## src/axi_mem_pkg.sv

```systemverilog
`default_nettype none

package axi_mem_pkg;

  localparam int DATA_W      = 32;
  localparam int STRB_W      = DATA_W / 8;
  localparam int ID_W        = 8;
  localparam int MEM_KB      = 4;
  localparam int LEN_W       = 8;
  localparam int OFFSET_W    = $clog2(STRB_W);                 // Byte lane bits of an address
  localparam int WORD_ADDR_W = $clog2(MEM_KB * 1024 / STRB_W);
  localparam int MEM_WORDS   = 1 << WORD_ADDR_W;

  typedef logic [DATA_W-1:0]      data_t;
  typedef logic [STRB_W-1:0]      strb_t;
  typedef logic [ID_W-1:0]        id_t;
  typedef logic [31:0]            axi_addr_t;
  typedef logic [WORD_ADDR_W-1:0] word_addr_t;
  typedef logic [LEN_W-1:0]       len_t;
  typedef logic [1:0]             resp_t;

  typedef enum logic [1:0] {
    BURST_FIXED = 2'b00,
    BURST_INCR  = 2'b01,
    BURST_WRAP  = 2'b10
  } burst_t;

  localparam resp_t RESP_OKAY = 2'b00;

  typedef struct packed {
    id_t        awid;
    axi_addr_t  awaddr;
    len_t       awlen;
    logic [2:0] awsize;
    burst_t     awburst;
    logic       awlock;
    logic [3:0] awcache;
    logic [2:0] awprot;
    logic       awvalid;
    data_t      wdata;
    strb_t      wstrb;
    logic       wlast;
    logic       wvalid;
    logic       bready;
    id_t        arid;
    axi_addr_t  araddr;
    len_t       arlen;
    logic [2:0] arsize;
    burst_t     arburst;
    logic       arlock;
    logic [3:0] arcache;
    logic [2:0] arprot;
    logic       arvalid;
    logic       rready;
  } axi_mosi_t;

  typedef struct packed {
    logic  awready;
    logic  wready;
    id_t   bid;
    resp_t bresp;
    logic  bvalid;
    logic  arready;
    id_t   rid;
    data_t rdata;
    resp_t rresp;
    logic  rlast;
    logic  rvalid;
  } axi_miso_t;

  typedef struct packed {
    logic       en;
    word_addr_t addr;
    data_t      data;
    strb_t      strb;
  } mem_wr_t;

  typedef struct packed {
    logic       en;
    word_addr_t addr;
  } mem_rd_t;

  // Word address of the following beat
  function automatic word_addr_t next_word_addr(word_addr_t addr, burst_t burst);
    word_addr_t nxt;
    case (burst)
      BURST_FIXED: nxt = addr;
      BURST_INCR,
      BURST_WRAP:  nxt = addr + 1;   // WRAP runs as INCR
      default:     nxt = addr + 1;
    endcase
    return nxt;
  endfunction

endpackage

`default_nettype wire

```

## src/axi_write_burst.sv

```systemverilog
`timescale 1ns/1ps
`default_nettype none

module axi_write_burst import axi_mem_pkg::*; (
  input  logic      clk,
  input  logic      rst_n,
  input  axi_mosi_t aw_in,
  output logic      awready,
  output logic      wready,
  output id_t       bid,
  output resp_t     bresp,
  output logic      bvalid,
  output mem_wr_t   mem_wr
);

  typedef enum logic [1:0] {
    W_IDLE,
    W_DATA,
    W_RESP
  } wr_state_t;

  wr_state_t  state;
  wr_state_t  state_nxt;

  id_t        id_q;
  word_addr_t addr_q;     // Word of the current beat
  burst_t     burst_q;
  len_t       len_q;
  len_t       cnt_q;      // Beats already written

  logic       aw_fire;
  logic       w_fire;
  logic       b_fire;
  logic       last_beat;

  assign aw_fire   = aw_in.awvalid && awready;
  assign w_fire    = aw_in.wvalid && wready;
  assign b_fire    = bvalid && aw_in.bready;
  assign last_beat = (cnt_q == len_q);

  always_comb begin
    state_nxt = state;
    case (state)
      W_IDLE:  if (aw_fire) state_nxt = W_DATA;
      W_DATA:  if (w_fire && last_beat) state_nxt = W_RESP;  // wlast is not needed here
      W_RESP:  if (b_fire) state_nxt = W_IDLE;
      default: state_nxt = W_IDLE;
    endcase
  end

  // Handshake outputs follow the next state, so they are registered
  always_ff @(posedge clk) begin
    if (!rst_n) begin
      state   <= W_IDLE;
      awready <= 1'b0;
      wready  <= 1'b0;
      bvalid  <= 1'b0;
      cnt_q   <= '0;
    end else begin
      state   <= state_nxt;
      awready <= (state_nxt == W_IDLE);
      wready  <= (state_nxt == W_DATA);
      bvalid  <= (state_nxt == W_RESP);
      if (aw_fire) begin
        cnt_q <= '0;
      end else if (w_fire) begin
        cnt_q <= cnt_q + 1;
      end
    end
  end

  always_ff @(posedge clk) begin
    if (aw_fire) begin
      id_q    <= aw_in.awid;
      addr_q  <= aw_in.awaddr[OFFSET_W +: WORD_ADDR_W];  // Upper bits dropped
      burst_q <= aw_in.awburst;
      len_q   <= aw_in.awlen;
    end else if (w_fire) begin
      addr_q  <= next_word_addr(addr_q, burst_q);
    end
  end

  // Memory is written on the W handshake edge itself
  assign mem_wr = '{en: w_fire, addr: addr_q, data: aw_in.wdata, strb: aw_in.wstrb};

  assign bid   = id_q;
  assign bresp = RESP_OKAY;

endmodule

`default_nettype wire

```

## config.mk

```make
export PLATFORM = sky130hd
export DESIGN_NAME = axi_write_burst
export DESIGN_NICKNAME = d
export VERILOG_FILES = /design/src/axi_mem_pkg.sv /design/src/axi_write_burst.sv
export SDC_FILE = /design/constraint.sdc
export NUM_CORES = 1
export LEC_CHECK = 0
export BUFFER_PORTS_ARGS = -buffer_cell sky130_fd_sc_hd__buf_2
export CORE_AREA = 4 4 86 88
export CTS_CLUSTER_SIZE = 20
export DETAILED_ROUTE_END_ITERATION = 10
export DIE_AREA = 0 0 90 92
export GPL_TIMING_DRIVEN = 1
export HOLD_SLACK_MARGIN = 0.02
export PLACE_DENSITY = 0.73
export SLEW_MARGIN = 15
export SYNTH_ARGS = -nofsm -noshare
export SYNTH_HDL_FRONTEND = slang
export SYNTH_SLANG_ARGS = --single-unit
export TNS_END_PERCENT = 10
```

## constraint.sdc

```tcl
create_clock -name clk -period 3.25 [get_ports clk]
set_input_delay 0.4875 -clock clk [delete_from_list [all_inputs] [get_ports clk]]
set_output_delay 0.4875 -clock clk [all_outputs]
set_load 0.005 [all_outputs]
```

==> reports/metrics.yaml <==
die:
  die_width_um: 90
  top_level_ports: 226
  core_area_mm2: 0.00664
  rows: 30
  initial_core_util: 0.302
  die_y_um: 92
  die-area_mm2: 0.00828
placement:
  dp.cells: 271
  placed_area_mm2: 0.00208
  place_hpwl_mm: 3.17
  gp_congestion: 0.778
  portBuffers: 54
route:
  ant_nets: 0
  avgViaCountPerCell: 4.41
  routedWlPerCell_um: 14.4
  drt_iter0_markers: 20
  dr.pass1.iters: 4
  route.detailed.drc: 0
  wl_mm: 4.00
  vias: 1229
cells_and_area:
  multi_input_area_um2: 596
  register_area_mm2: 0.00110
  area_growth_pct: 10.4
  num-fill-cells: 658
  layout-drive-gt1-share: 0.327
  layout_common_cells: "buf_2 (54), edfxtp_1 (28), nor2_1 (20), xor2_1 (19), dfxtp_1 (13)"
  final_common_cell: "buf_2"
  nets: 366
  final_area_mm2: 0.00221
  antenna_cells: 0
  final_cells: 279
clock_network:
  clk-insertion-delay-late_ns: 0.29
  cts.sinks: 41
  cts-resized-gates: 0
  clkTransAtPathRegs_ns: 0.08
  cts_tree: "done"
  cts_root_buf: "clkbuf_8"
  cts_buffers: 5
  htree_num_levels: 2
  cts_setup_buffers: 0
  hold_buffers: 0
  max-clock-path-buffers: 2
sta:
  finalSetupViolCount: 0
  fin_crit_sh: 0.531
  max_freq_mhz: 579
  drv_slew: 0
  hold-worst-slack_ns: 0.369
  fin_skew_ns: 0.00631
  max-slew-margin-rel: 0.574
  period_needed_ns: 1.73
  tightest_slew_ns: 0.638
  rsz0062_at_grt: "no"
  setup_tns_ns: 0
  final_hold_viol_count: 0
power_and_ir_drop:
  p_per_area_mw_per_mm2: 532
  p_total_w: 0.00118
  leakagePower_nw: 0.903
  ir_worst_vdd_mv: 0.303
worst_setup_path:
  crit_path_start_kind: "register"
  cpPeakStageDelay_ns: 0.38
  path_cells: "and2_1 -> buf_2"
  required_ns: 2.76
  critPathKind: "register to output pin"
  r2r_start: "wready$_SDFF_PN0_"
  reg2reg_depth: 3
  critPathMaxFanout: 10
  crit_path_end_kind: "output pin"
  cp_slowest_cell: "and2_1"
  arrival_ns: 1.24
  cp-startpoint: "wready$_SDFF_PN0_"
global_routing:
  grt_max_degree: 22
  use_met1: 0.118
  use_met2: 0.134
  antenna_found_initial: 0
  track_usage: 0.0987
  grt_pass1_vias: 1262
  overflow: 0
  use_met3: 0.0640
  grt.busiest_layer: "met2"
  grt_pass1_wl_mm: 6.40
worst_hold_path:
  whs_path_depth: 1
  hold_start: "aw_in[162]"
  min_path_type: "input port to register"
outcome:
  run_status: "completed"
synth:
  synth-warning-count: 0
  yosysSeqAreaShare: 0.550
  synth_cells: 177
  async_flop_share: 0
  synth-seq-cells: 41
  synth.distinct_cells: 27
  ys.flop_type: "edfxtp_1"
  synth_edf_count: 28
  netlist_area_mm2: 0.00200
  avgSynthCellArea_um2: 11.3
job:
  drv_cap: 0
## per-stage QoR
stage / setup slack [ns] / utilization
2_1_floorplan: 1.63 / -
3_3_place_gp: 1.29 / 0.313
3_5_place_dp: 1.31 / 0.313
4_1_cts: 1.48 / 0.333
5_1_grt: 1.40 / 0.333
6_report: 1.52 / 0.333
## Yosys cell counts, drive strengths merged (2+ instances only)
library cell | number | area (um^2)
and4bb | 2 | 25.0
dfxtp | 13 | 260
edfxtp | 28 | 841
nand4 | 7 | 43.8
a21oi | 10 | 50.1
nor2 | 20 | 75.1
nand3 | 6 | 30.0
o21ai | 3 | 15.0
and3 | 4 | 25.0
ha | 2 | 25.0
xnor2 | 4 | 35.0
buf | 41 | 303
nand2 | 6 | 22.5
xor2 | 19 | 166
## routing by layer
metal | share of wire | vias to the layer above
li1 | - | 608
met1 | 0.41 | 548
met2 | 0.42 | 54
met3 | 0.15 | 19
met4 | 0.027 | 0
met5 | 0 | -
## critical path: cells and delay by family, from the launching register on
| family | cells | cell delay (ns) |
|---|---|---|
| buffers and inverters | 1 | 0.20 |
| DFF | 1 | 0.37 |
| and+or+nand+nor | 1 | 0.38 |
## worst paths after layout
kind | slack [ns] | to
hold reg to reg | 0.55 | cnt_q[7]$_SDFFE_PP0P_
setup reg to reg | 1.60 | addr_q[1]$_DFFE_PP_
hold / removal | 0.37 | bid[6]$_DFFE_PP_
setup / recovery | 1.52 | mem_wr[46]
## power breakdown
part / switching [W] / internal (W)
Combinational: 0.0000497 / 0.0000460
Sequential: 0.0000164 / 0.000588
Clock: 0.000172 / 0.000305
Total: 0.000238 / 0.000940
## cells by family (layout without fill, tap and decap cells)
kind of cell             count (synthesis)  in the layout  share of synthesized area
flip-flops                              41             41                      0.550
other                                    1              2                    0.00187
adder cells (fa/ha/maj)                  2              2                     0.0125
buffers and inverters                   43             64                      0.155
AO/OA/AOI/OAI                           14             14                     0.0362
multiplexers                             2              2                     0.0106
AND/OR/NAND/NOR                         51             51                      0.134
XOR/XNOR                                23             23                      0.101
## state kept, by name, indices dropped and copies added, names as in the netlist
signal   count
bid          8
cnt_q        8
addr_q      10
state        2
bvalid       1
burst_q      2
wready       1
awready      1
len_q        8
## area by class of cell
type | instances | area share
sequential | 41 | 0.498
multi-input combinational | 94 | 0.269
timing repair buffer | 55 | 0.126
tap | 80 | 0.0452
clock buffer | 5 | 0.0311
clock inverter | 3 | 0.0294
inverter | 1 | 0.00170
Power figures use the tool's default switching activity.
