===== src/axi_mem_pkg.sv =====
`default_nettype none

package axi_mem_pkg;

  localparam int DATA_W      = 32;
  localparam int STRB_W      = DATA_W / 8;
  localparam int ID_W        = 8;
  localparam int MEM_KB      = 4;
  localparam int LEN_W       = 8;
  localparam int OFFSET_W    = $clog2(STRB_W);                 // Byte lane bits of an address
  localparam int WORD_ADDR_W = $clog2(MEM_KB * 1024 / STRB_W);
  localparam int MEM_WORDS   = 1 << WORD_ADDR_W;

  typedef logic [DATA_W-1:0]      data_t;
  typedef logic [STRB_W-1:0]      strb_t;
  typedef logic [ID_W-1:0]        id_t;
  typedef logic [31:0]            axi_addr_t;
  typedef logic [WORD_ADDR_W-1:0] word_addr_t;
  typedef logic [LEN_W-1:0]       len_t;
  typedef logic [1:0]             resp_t;

  typedef enum logic [1:0] {
    BURST_FIXED = 2'b00,
    BURST_INCR  = 2'b01,
    BURST_WRAP  = 2'b10
  } burst_t;

  localparam resp_t RESP_OKAY = 2'b00;

  typedef struct packed {
    id_t        awid;
    axi_addr_t  awaddr;
    len_t       awlen;
    logic [2:0] awsize;
    burst_t     awburst;
    logic       awlock;
    logic [3:0] awcache;
    logic [2:0] awprot;
    logic       awvalid;
    data_t      wdata;
    strb_t      wstrb;
    logic       wlast;
    logic       wvalid;
    logic       bready;
    id_t        arid;
    axi_addr_t  araddr;
    len_t       arlen;
    logic [2:0] arsize;
    burst_t     arburst;
    logic       arlock;
    logic [3:0] arcache;
    logic [2:0] arprot;
    logic       arvalid;
    logic       rready;
  } axi_mosi_t;

  typedef struct packed {
    logic  awready;
    logic  wready;
    id_t   bid;
    resp_t bresp;
    logic  bvalid;
    logic  arready;
    id_t   rid;
    data_t rdata;
    resp_t rresp;
    logic  rlast;
    logic  rvalid;
  } axi_miso_t;

  typedef struct packed {
    logic       en;
    word_addr_t addr;
    data_t      data;
    strb_t      strb;
  } mem_wr_t;

  typedef struct packed {
    logic       en;
    word_addr_t addr;
  } mem_rd_t;

  // Word address of the following beat
  function automatic word_addr_t next_word_addr(word_addr_t addr, burst_t burst);
    word_addr_t nxt;
    case (burst)
      BURST_FIXED: nxt = addr;
      BURST_INCR,
      BURST_WRAP:  nxt = addr + 1;   // WRAP runs as INCR
      default:     nxt = addr + 1;
    endcase
    return nxt;
  endfunction

endpackage

`default_nettype wire


===== src/axi_read_burst.sv =====
`timescale 1ns/1ps
`default_nettype none

module axi_read_burst import axi_mem_pkg::*; (
  input  logic      clk,
  input  logic      rst_n,
  input  axi_mosi_t ar_in,
  output logic      arready,
  output id_t       rid,
  output data_t     rdata,
  output resp_t     rresp,
  output logic      rlast,
  output logic      rvalid,
  output mem_rd_t   mem_rd,
  input  data_t     mem_rdata
);

  typedef enum logic {
    R_IDLE,
    R_BURST
  } rd_state_t;

  rd_state_t      state;
  rd_state_t      state_nxt;

  id_t            id_q;
  len_t           len_q;
  burst_t         burst_q;
  word_addr_t     addr_q;      // Word of the next read
  logic [LEN_W:0] issue_cnt;   // Reads issued, up to 256
  len_t           sent_cnt;    // Beats accepted by the master
  logic           pend_q;      // Read issued last cycle
  logic           pend_last_q;

  // Two-entry skid buffer
  data_t          buf_data [2];
  logic [1:0]     buf_last;
  logic           wr_ptr;
  logic           rd_ptr;
  logic [1:0]     buf_cnt;

  logic           ar_fire;
  logic           pop;
  logic           more;
  logic           room;
  logic           issue;
  logic [2:0]     fill;
  word_addr_t     cur_addr;
  burst_t         cur_burst;
  logic           cur_last;

  assign ar_fire = ar_in.arvalid && arready;
  assign pop     = rvalid && ar_in.rready;
  assign more    = (issue_cnt <= {1'b0, len_q});
  assign fill    = {1'b0, buf_cnt} + 3'(pend_q) - 3'(pop);
  assign room    = (fill <= 3'd1);  // Leaves space for one more beat in flight

  // First read goes out on the AR handshake itself
  assign issue     = ar_fire || (state == R_BURST && more && room);
  assign cur_addr  = (state == R_IDLE) ? ar_in.araddr[OFFSET_W +: WORD_ADDR_W] : addr_q;
  assign cur_burst = (state == R_IDLE) ? ar_in.arburst : burst_q;
  assign cur_last  = (state == R_IDLE) ? (ar_in.arlen == '0) : (issue_cnt == {1'b0, len_q});

  assign mem_rd = '{en: issue, addr: cur_addr};

  always_comb begin
    state_nxt = state;
    case (state)
      R_IDLE:  if (ar_fire) state_nxt = R_BURST;
      R_BURST: if (pop && sent_cnt == len_q) state_nxt = R_IDLE;
      default: state_nxt = R_IDLE;
    endcase
  end

  always_ff @(posedge clk) begin
    if (!rst_n) begin
      state     <= R_IDLE;
      arready   <= 1'b0;
      pend_q    <= 1'b0;
      wr_ptr    <= 1'b0;
      rd_ptr    <= 1'b0;
      buf_cnt   <= '0;
      issue_cnt <= '0;
      sent_cnt  <= '0;
    end else begin
      state   <= state_nxt;
      arready <= (state_nxt == R_IDLE);
      pend_q  <= issue;
      buf_cnt <= buf_cnt + 2'(pend_q) - 2'(pop);
      if (pend_q) wr_ptr <= ~wr_ptr;
      if (pop) rd_ptr <= ~rd_ptr;
      if (ar_fire) begin
        issue_cnt <= 1;
        sent_cnt  <= '0;
      end else begin
        if (issue) issue_cnt <= issue_cnt + 1;
        if (pop) sent_cnt <= sent_cnt + 1;
      end
    end
  end

  always_ff @(posedge clk) begin
    if (ar_fire) begin
      id_q    <= ar_in.arid;
      len_q   <= ar_in.arlen;
      burst_q <= ar_in.arburst;
    end
    if (issue) begin
      addr_q      <= next_word_addr(cur_addr, cur_burst);
      pend_last_q <= cur_last;
    end
    if (pend_q) begin
      buf_data[wr_ptr] <= mem_rdata;  // SRAM output is valid now
      buf_last[wr_ptr] <= pend_last_q;
    end
  end

  assign rvalid = (buf_cnt != 2'd0);
  assign rdata  = buf_data[rd_ptr];
  assign rlast  = buf_last[rd_ptr];
  assign rid    = id_q;
  assign rresp  = RESP_OKAY;

endmodule

`default_nettype wire


===== config.mk =====
export PLATFORM = sky130hd
export DESIGN_NAME = axi_read_burst
export DESIGN_NICKNAME = d
export VERILOG_FILES = /design/src/axi_mem_pkg.sv /design/src/axi_read_burst.sv
export SDC_FILE = /design/constraint.sdc
export NUM_CORES = 1
export LEC_CHECK = 0
export ABC_AREA = 1
export BUFFER_PORTS_ARGS = -buffer_cell sky130_fd_sc_hd__buf_2
export CAP_MARGIN = 20
export CORE_ASPECT_RATIO = 0.7
export CORE_MARGIN = 1
export CORE_UTILIZATION = 40
export CTS_BUF_LIST = sky130_fd_sc_hd__clkbuf_16
export CTS_CLUSTER_SIZE = 12
export DETAILED_ROUTE_END_ITERATION = 7
export PLACE_DENSITY = 0.67
export SLEW_MARGIN = 15
export SYNTH_ARGS = -nofsm -noshare
export SYNTH_HDL_FRONTEND = slang
export SYNTH_SLANG_ARGS = --single-unit

===== constraint.sdc =====
create_clock -name clk -period 7.6 [get_ports clk]
set_input_delay 1.52 -clock clk [delete_from_list [all_inputs] [get_ports clk]]
set_output_delay 1.52 -clock clk [all_outputs]
set_load 0.005 [all_outputs]

==> impl_metrics.ini, run 1 <==
[global_route]
overflow = 0
grt_pass1_vias = 3315
antenna_found_initial = 0
grt_max_degree = 34
grt_pass1_wl_um = 16400
track_usage_pct = 16.3

[job]
maxCapViolCount = 0

[final_layout]
fin_cells = 725
drive_gt1_share_pct = 37.1
n_antenna_cell = 0
nNetsFinal = 762
post-route-util_pct = 52.1
area_delta_synth_final_pct = 25.9

[floorplanning]
start_util_pct = 41.3
fp.dieH_um = 97.1
io_pins = 254
die_area_mm2 = 0.0134
std_cell_rows = 34
coreArea_mm2 = 0.0125
die_w_um = 138

[critical_path]
worst_ep_required_time_ns = 6.08
r2r-end = addr_q[1]
worstSetupEndpoint = mem_rd[10]
critical_path_class = in2out
worst_setup_path_start_kind = primary input
reg2reg_slack_ns = 4.91
rr_worst_depth = 11
worstPathMaxFanout = 20
cp-startpoint = ar_in[0]
rr_startpoint = buf_cnt[1]
end_kind = output port
cp.arrival_ns = 3.69

[detailed_routing]
vias = 3406
ant_nets = 0
drt_first_pass_iters = 4
vias_per_cell = 4.70
drc_errors = 0
first_iter_violations = 167
wirelength_um = 10200
wire_per_inst_um = 14.0

[logic_synthesis]
synth_ff_type = edfxtp_1
syn_inst = 420
synth_edf_count = 95
yosysUniqueCellTypes = 36
syn_area_mm2 = 0.00517
netlist_top_cells_area = edfxtp_1, dfxtp_1, mux2_2
synth_area_per_cell_um2 = 12.3
yosysSeqAreaShare_pct = 64.8
synth_top_area_share_pct = 55.2
async_reset_ff_share_pct = 0
synth-seq-cells = 120
yosysTopAreaCell = edfxtp_1
ys_warn_count = 0

[clocking]
hold_buffers = 0
cts_resized = 0
clk_pin_slew_worst_paths_ns = 0.05
cts_inserted_buffers = 17
cts_sinks = 120
cts.htree.levels = 4
cts_root_buf = clkbuf_16
clockBufferDepth = 2
clock_latency_ns = 0.41
postCtsSetupBuffers = 0
cts_tree = done

[sta]
fmax_mhz = 192
post-route-period-util_pct = 68.6
finalSetupTns_ns = 0
rsz0062_at_grt = false
tightest_slew_ns = 0.976
setup_viol = 0
min_period_ns = 5.21
drv_slew = 0
slew_headroom_pct = 34.8
fin_skew_ns = 0.0119
hold_viol_final = 0

[pwr]
leakage_nw = 2.65
peakVddDrop_v = 0.000163
total_power_w = 0.00190
p_per_area_mw_per_mm2 = 292

[placed_design]
gp_congestion = 0.843
hpwl_um = 7190
io_buffers = 117
placedCellCount = 693

[hold_path]
min_path_type = reg2reg

[outcome]
outcome = complete, no violations
==> per-stage QoR <==
stage	hold slack (ns)	instance area (um^2)	setup slack [ns]
finish	0.450	6510	2.39
CTS	0.450	6510	2.37
global placement	0.431	5920	2.43
detailed placement	0.437	5920	2.38
global route	0.469	6510	2.24
floorplan	0.421	5170	2.79
==> power by group <==
part           internal [W]  switching [W]  total (W)
combinational      0.000142       0.000173   0.000314
sequential         0.000776      0.0000229   0.000799
clock              0.000488       0.000299   0.000787
==> critical path: stages <==
cell	delay, ns
buf_2	0.11
nand2_4	0.11
inv_2	0.08
ha_1	0.27
inv_1	0.04
ha_1	0.18
fa_1	0.51
nor3_4	0.30
nand2_4	0.14
nand2_4	0.24
buf_2	0.18
==> worst min path at each step <==
stage / start / endpoint / slack, ns / cells past startpoint
after floorplan: pend_last_q / buf_last[0] / 0.42 / 0
after global placement: pend_last_q / buf_last[0] / 0.43 / 0
after detailed placement: pend_last_q / buf_last[0] / 0.44 / 0
after CTS: pend_last_q / buf_last[0] / 0.45 / 0
after global routing: pend_last_q / buf_last[0] / 0.47 / 0
final: pend_last_q / buf_last[0] / 0.45 / 0
==> cell families after synthesis <==
logic type	after synthesis	share of synthesized area, %
other cells	1	0.0725
compound gates	40	4.09
buf+inv	63	5.27
fa+ha+maj	14	3.53
flops	120	64.8
mux	32	6.97
xor+xnor	19	3.22
simple gates	131	12.0
==> layout by cell type (no fill, tap or decap), types with 2 or more instances in the layout <==
master and count:
a21oi_1 21, buf_2 117, buf_4 2, bufinv_16 2, clkbuf_16 17, clkinv_4 6, clkinvlp_4 2, conb_1 2
dfxtp_1 25, edfxtp_1 95, ha_1 13, inv_1 50, inv_2 2, inv_6 4, mux2_2 32, nand2_1 62
nand2_2 6, nand2_4 4, nand3_1 12, nand4_1 5, nor2_1 24, nor2_2 5, nor2_4 2, nor3_1 4
nor4_1 2, o21ai_0 13, o21ai_2 2, o22ai_1 3, or2_2 2, xnor2_1 6, xor2_1 13
==> flip-flops by register name, indices dropped and copies added (netlist names), 2 cells and up, named ones only <==
register / flops
rid: 8
buf_cnt: 2
burst_q: 2
buf_last: 2
buf_data: 64
issue_cnt: 9
len_q: 8
addr_q: 10
sent_cnt: 8
==> final cells by class <==
cell class / instances / area (um^2)
fillers: 1118 / 6000
inverters: 54 / 205
well taps: 162 / 203
flip-flops and latches: 120 / 3350
clock inverters: 15 / 168
repair buffers: 119 / 601
clock buffers: 17 / 425
multi-input cells: 238 / 1560
==> per-layer routing <==
layer / GRT usage [%] / up-vias / wire [um]
li1: - / 1702 / -
met1: 21.9 / 1585 / 4920
met2: 24.4 / 108 / 4450
met3: 5.69 / 11 / 680
met4: 5.77 / 0 / 114
met5: 0 / - / 0
==> cells in the mapped netlist, types with 5 or more instances <==
library cell  instances
nor2_2                5
o21ai_0              13
nand4_1               5
dfxtp_1              25
a21oi_1              21
inv_1                50
ha_1                 13
nand2_1              62
xor2_1               13
mux2_2               32
nand2_2               6
edfxtp_1             95
nand3_1              12
nor2_1               25
xnor2_1               6
(Power assumes the default switching activity.)
==> run 2: changes to the inputs <==
PLACE_DENSITY = 0.7   (was 0.67)
clock period = 4.7 ns   (was 7.6 ns; I/O delays follow)
==> run 2 against run 1 <==
Compared with the run above:
- clock power increased by 68%
- register-to-register slack got worse by 2.8 ns
- total power increased by 64%
- routed wire length decreased by 1.3%
- cell count unchanged
- critical path depth unchanged
- hold slack improved by 0.018 ns
- count of clock-buffer cells in the layout unchanged
- largest power group is now clock
- global-route usage decreased by 0.69 points
==> impl_metrics.ini, run 2 (synthesis results as in run 1) <==
[final_layout]
layout_common_cells = buf_2, edfxtp_1, nand2_1
nNetsFinal = 762
fin_cells = 725
area_delta_synth_final_pct = 26.2
drive_gt1_share_pct = 37.1
reg_top3 = buf_data x64, addr_q x10, issue_cnt x9
n_antenna_cell = 0
final_common_cell = buf_2
max_flop_register = buf_data
final.fill_count = 1101
largest_reg_flops = 64
stdcell_area_mm2 = 0.00652

[clocking]
clk_pin_slew_worst_paths_ns = 0.06
postCtsSetupBuffers = 0
cts.htree.levels = 4
cts_inserted_buffers = 17
hold_buffers = 0
cts_sinks = 120
cts_tree = done
cts_resized = 0
clock_latency_ns = 0.41
cts_root_buf = clkbuf_16
clockBufferDepth = 2

[critical_path]
rr_startpoint = buf_cnt[1]
critPathMaxStageDelay_ns = 0.50
crit_slowest_cell = fa_1
crit_family = adder cells
crit_cells = 11
timing.critical_path.mode_cell = nand2_4
worstPathMaxFanout = 20
cp-startpoint = ar_in[0]
worstSetupEndpoint = mem_rd[10]
worst_ep_required_time_ns = 3.76
r2r-end = addr_q[4]
end_kind = output port
critical_path_class = in2out
critPathBufInv = 4
cp.arrival_ns = 3.06
crit_chain = buf_2 > nand2_4 > inv_2 > ha_1 > inv_1 > ha_1 > fa_1 > nor3_4 > nand2_4 > nand2_4 > buf_2
worst_setup_path_start_kind = primary input
reg2reg_slack_ns = 2.07
rr_worst_depth = 11

[job]
maxCapViolCount = 0

[sta]
hold_viol_final = 0
fmax_mhz = 250
fin_skew_ns = 0.0120
drv_slew = 0
rsz0062_at_grt = false
setup_slack_ns = 0.698
finalSetupTns_ns = 0
setup_viol = 0
slew_headroom_pct = 34.2
min_period_ns = 4.00
post-route-period-util_pct = 85.2
tightest_slew_ns = 0.984

[placed_design]
detailedPlace.worstSlack_ns = 0.692
hpwl_um = 7210
gp_congestion = 0.838
placedCellCount = 693
io_buffers = 117
placed_area_mm2 = 0.00592

[floorplanning]
die_area_mm2 = 0.0134
die_w_um = 138
coreArea_mm2 = 0.0125
std_cell_rows = 34
io_pins = 254
start_util_pct = 41.3
fp.dieH_um = 97.1

[detailed_routing]
drc_errors = 0
wirelength_um = 10000
ant_nets = 0
wire_per_inst_um = 13.8
first_iter_violations = 183
vias_per_cell = 4.66
vias = 3375
drt_first_pass_iters = 5

[pwr]
peakVddDrop_v = 0.000239
p_per_area_mw_per_mm2 = 478
leakage_nw = 2.66

[outcome]
outcome = complete, no violations

[global_route]
track_usage_pct = 15.6
grt_pass1_wl_um = 15900
overflow = 0
grt_pass1_vias = 3310
antenna_found_initial = 0
grt_max_degree = 34

[hold_path]
min_path_type = reg2reg
==> run 2: changes by cell type in the layout (fill, tap and decap cells not counted) <==
cell        before  now
clkinvlp_4       2    3
inv_6            4    6
clkinv_4         6    0
clkinv_2         1    0
inv_8            0    4
==> run 2: layout make-up <==
class                      instances  area [um^2]  area share [%]
multi-input combinational        238         1560            23.9
tap                              162          203            3.11
sequential                       120         3350            51.4
clock buffer                      17          425            6.52
inverter                          54          205            3.15
clock inverter                    15          180            2.76
timing repair buffer             119          601            9.21
==> run 2: worst min-delay path by stage <==
stage / slack [ns] / to / cells after the start / startpoint
floorplan: 0.42 / buf_last[0] / 0 / pend_last_q
global placement: 0.42 / buf_last[0] / 0 / pend_last_q
detailed placement: 0.46 / buf_last[0] / 0 / pend_last_q
CTS: 0.47 / buf_last[0] / 0 / pend_last_q
global route: 0.49 / buf_last[0] / 0 / pend_last_q
finish: 0.47 / buf_last[0] / 0 / pend_last_q
==> run 2: worst register-to-register path: cells and delay by family, from the launching register on <==
family | cells | cell delay [ns]
DFF | 1 | 0.33
and+or+nand+nor | 5 | 0.83
adders and majority gates | 3 | 0.95
buffers and inverters | 3 | 0.20
==> run 2: metrics by stage <==
stage | util, % | hold slack (ns) | power, W
floorplan | - | 0.421 | 0.00164
global placement | 47.3 | 0.425 | 0.00180
detailed placement | 47.3 | 0.458 | 0.00182
CTS | 52.2 | 0.473 | 0.00315
global route | 52.2 | 0.491 | 0.00327
finish | 52.2 | 0.468 | 0.00312
==> run 2: metal layers <==
metal | vias to the layer above | GRT usage (%) | share of wire [%]
met5 | - | 0 | 0
met4 | 0 | 4.93 | 0.45
met3 | 6 | 5.11 | 7.2
met2 | 117 | 23.2 | 44
met1 | 1549 | 21.6 | 48
li1 | 1703 | - | -
==> run 2: where the power goes <==
group	internal (W)	switching (W)	leakage, nW
clock network	0.000804	0.000513	0.290
logic	0.000229	0.000277	1.30
registers	0.00125	0.0000379	1.07
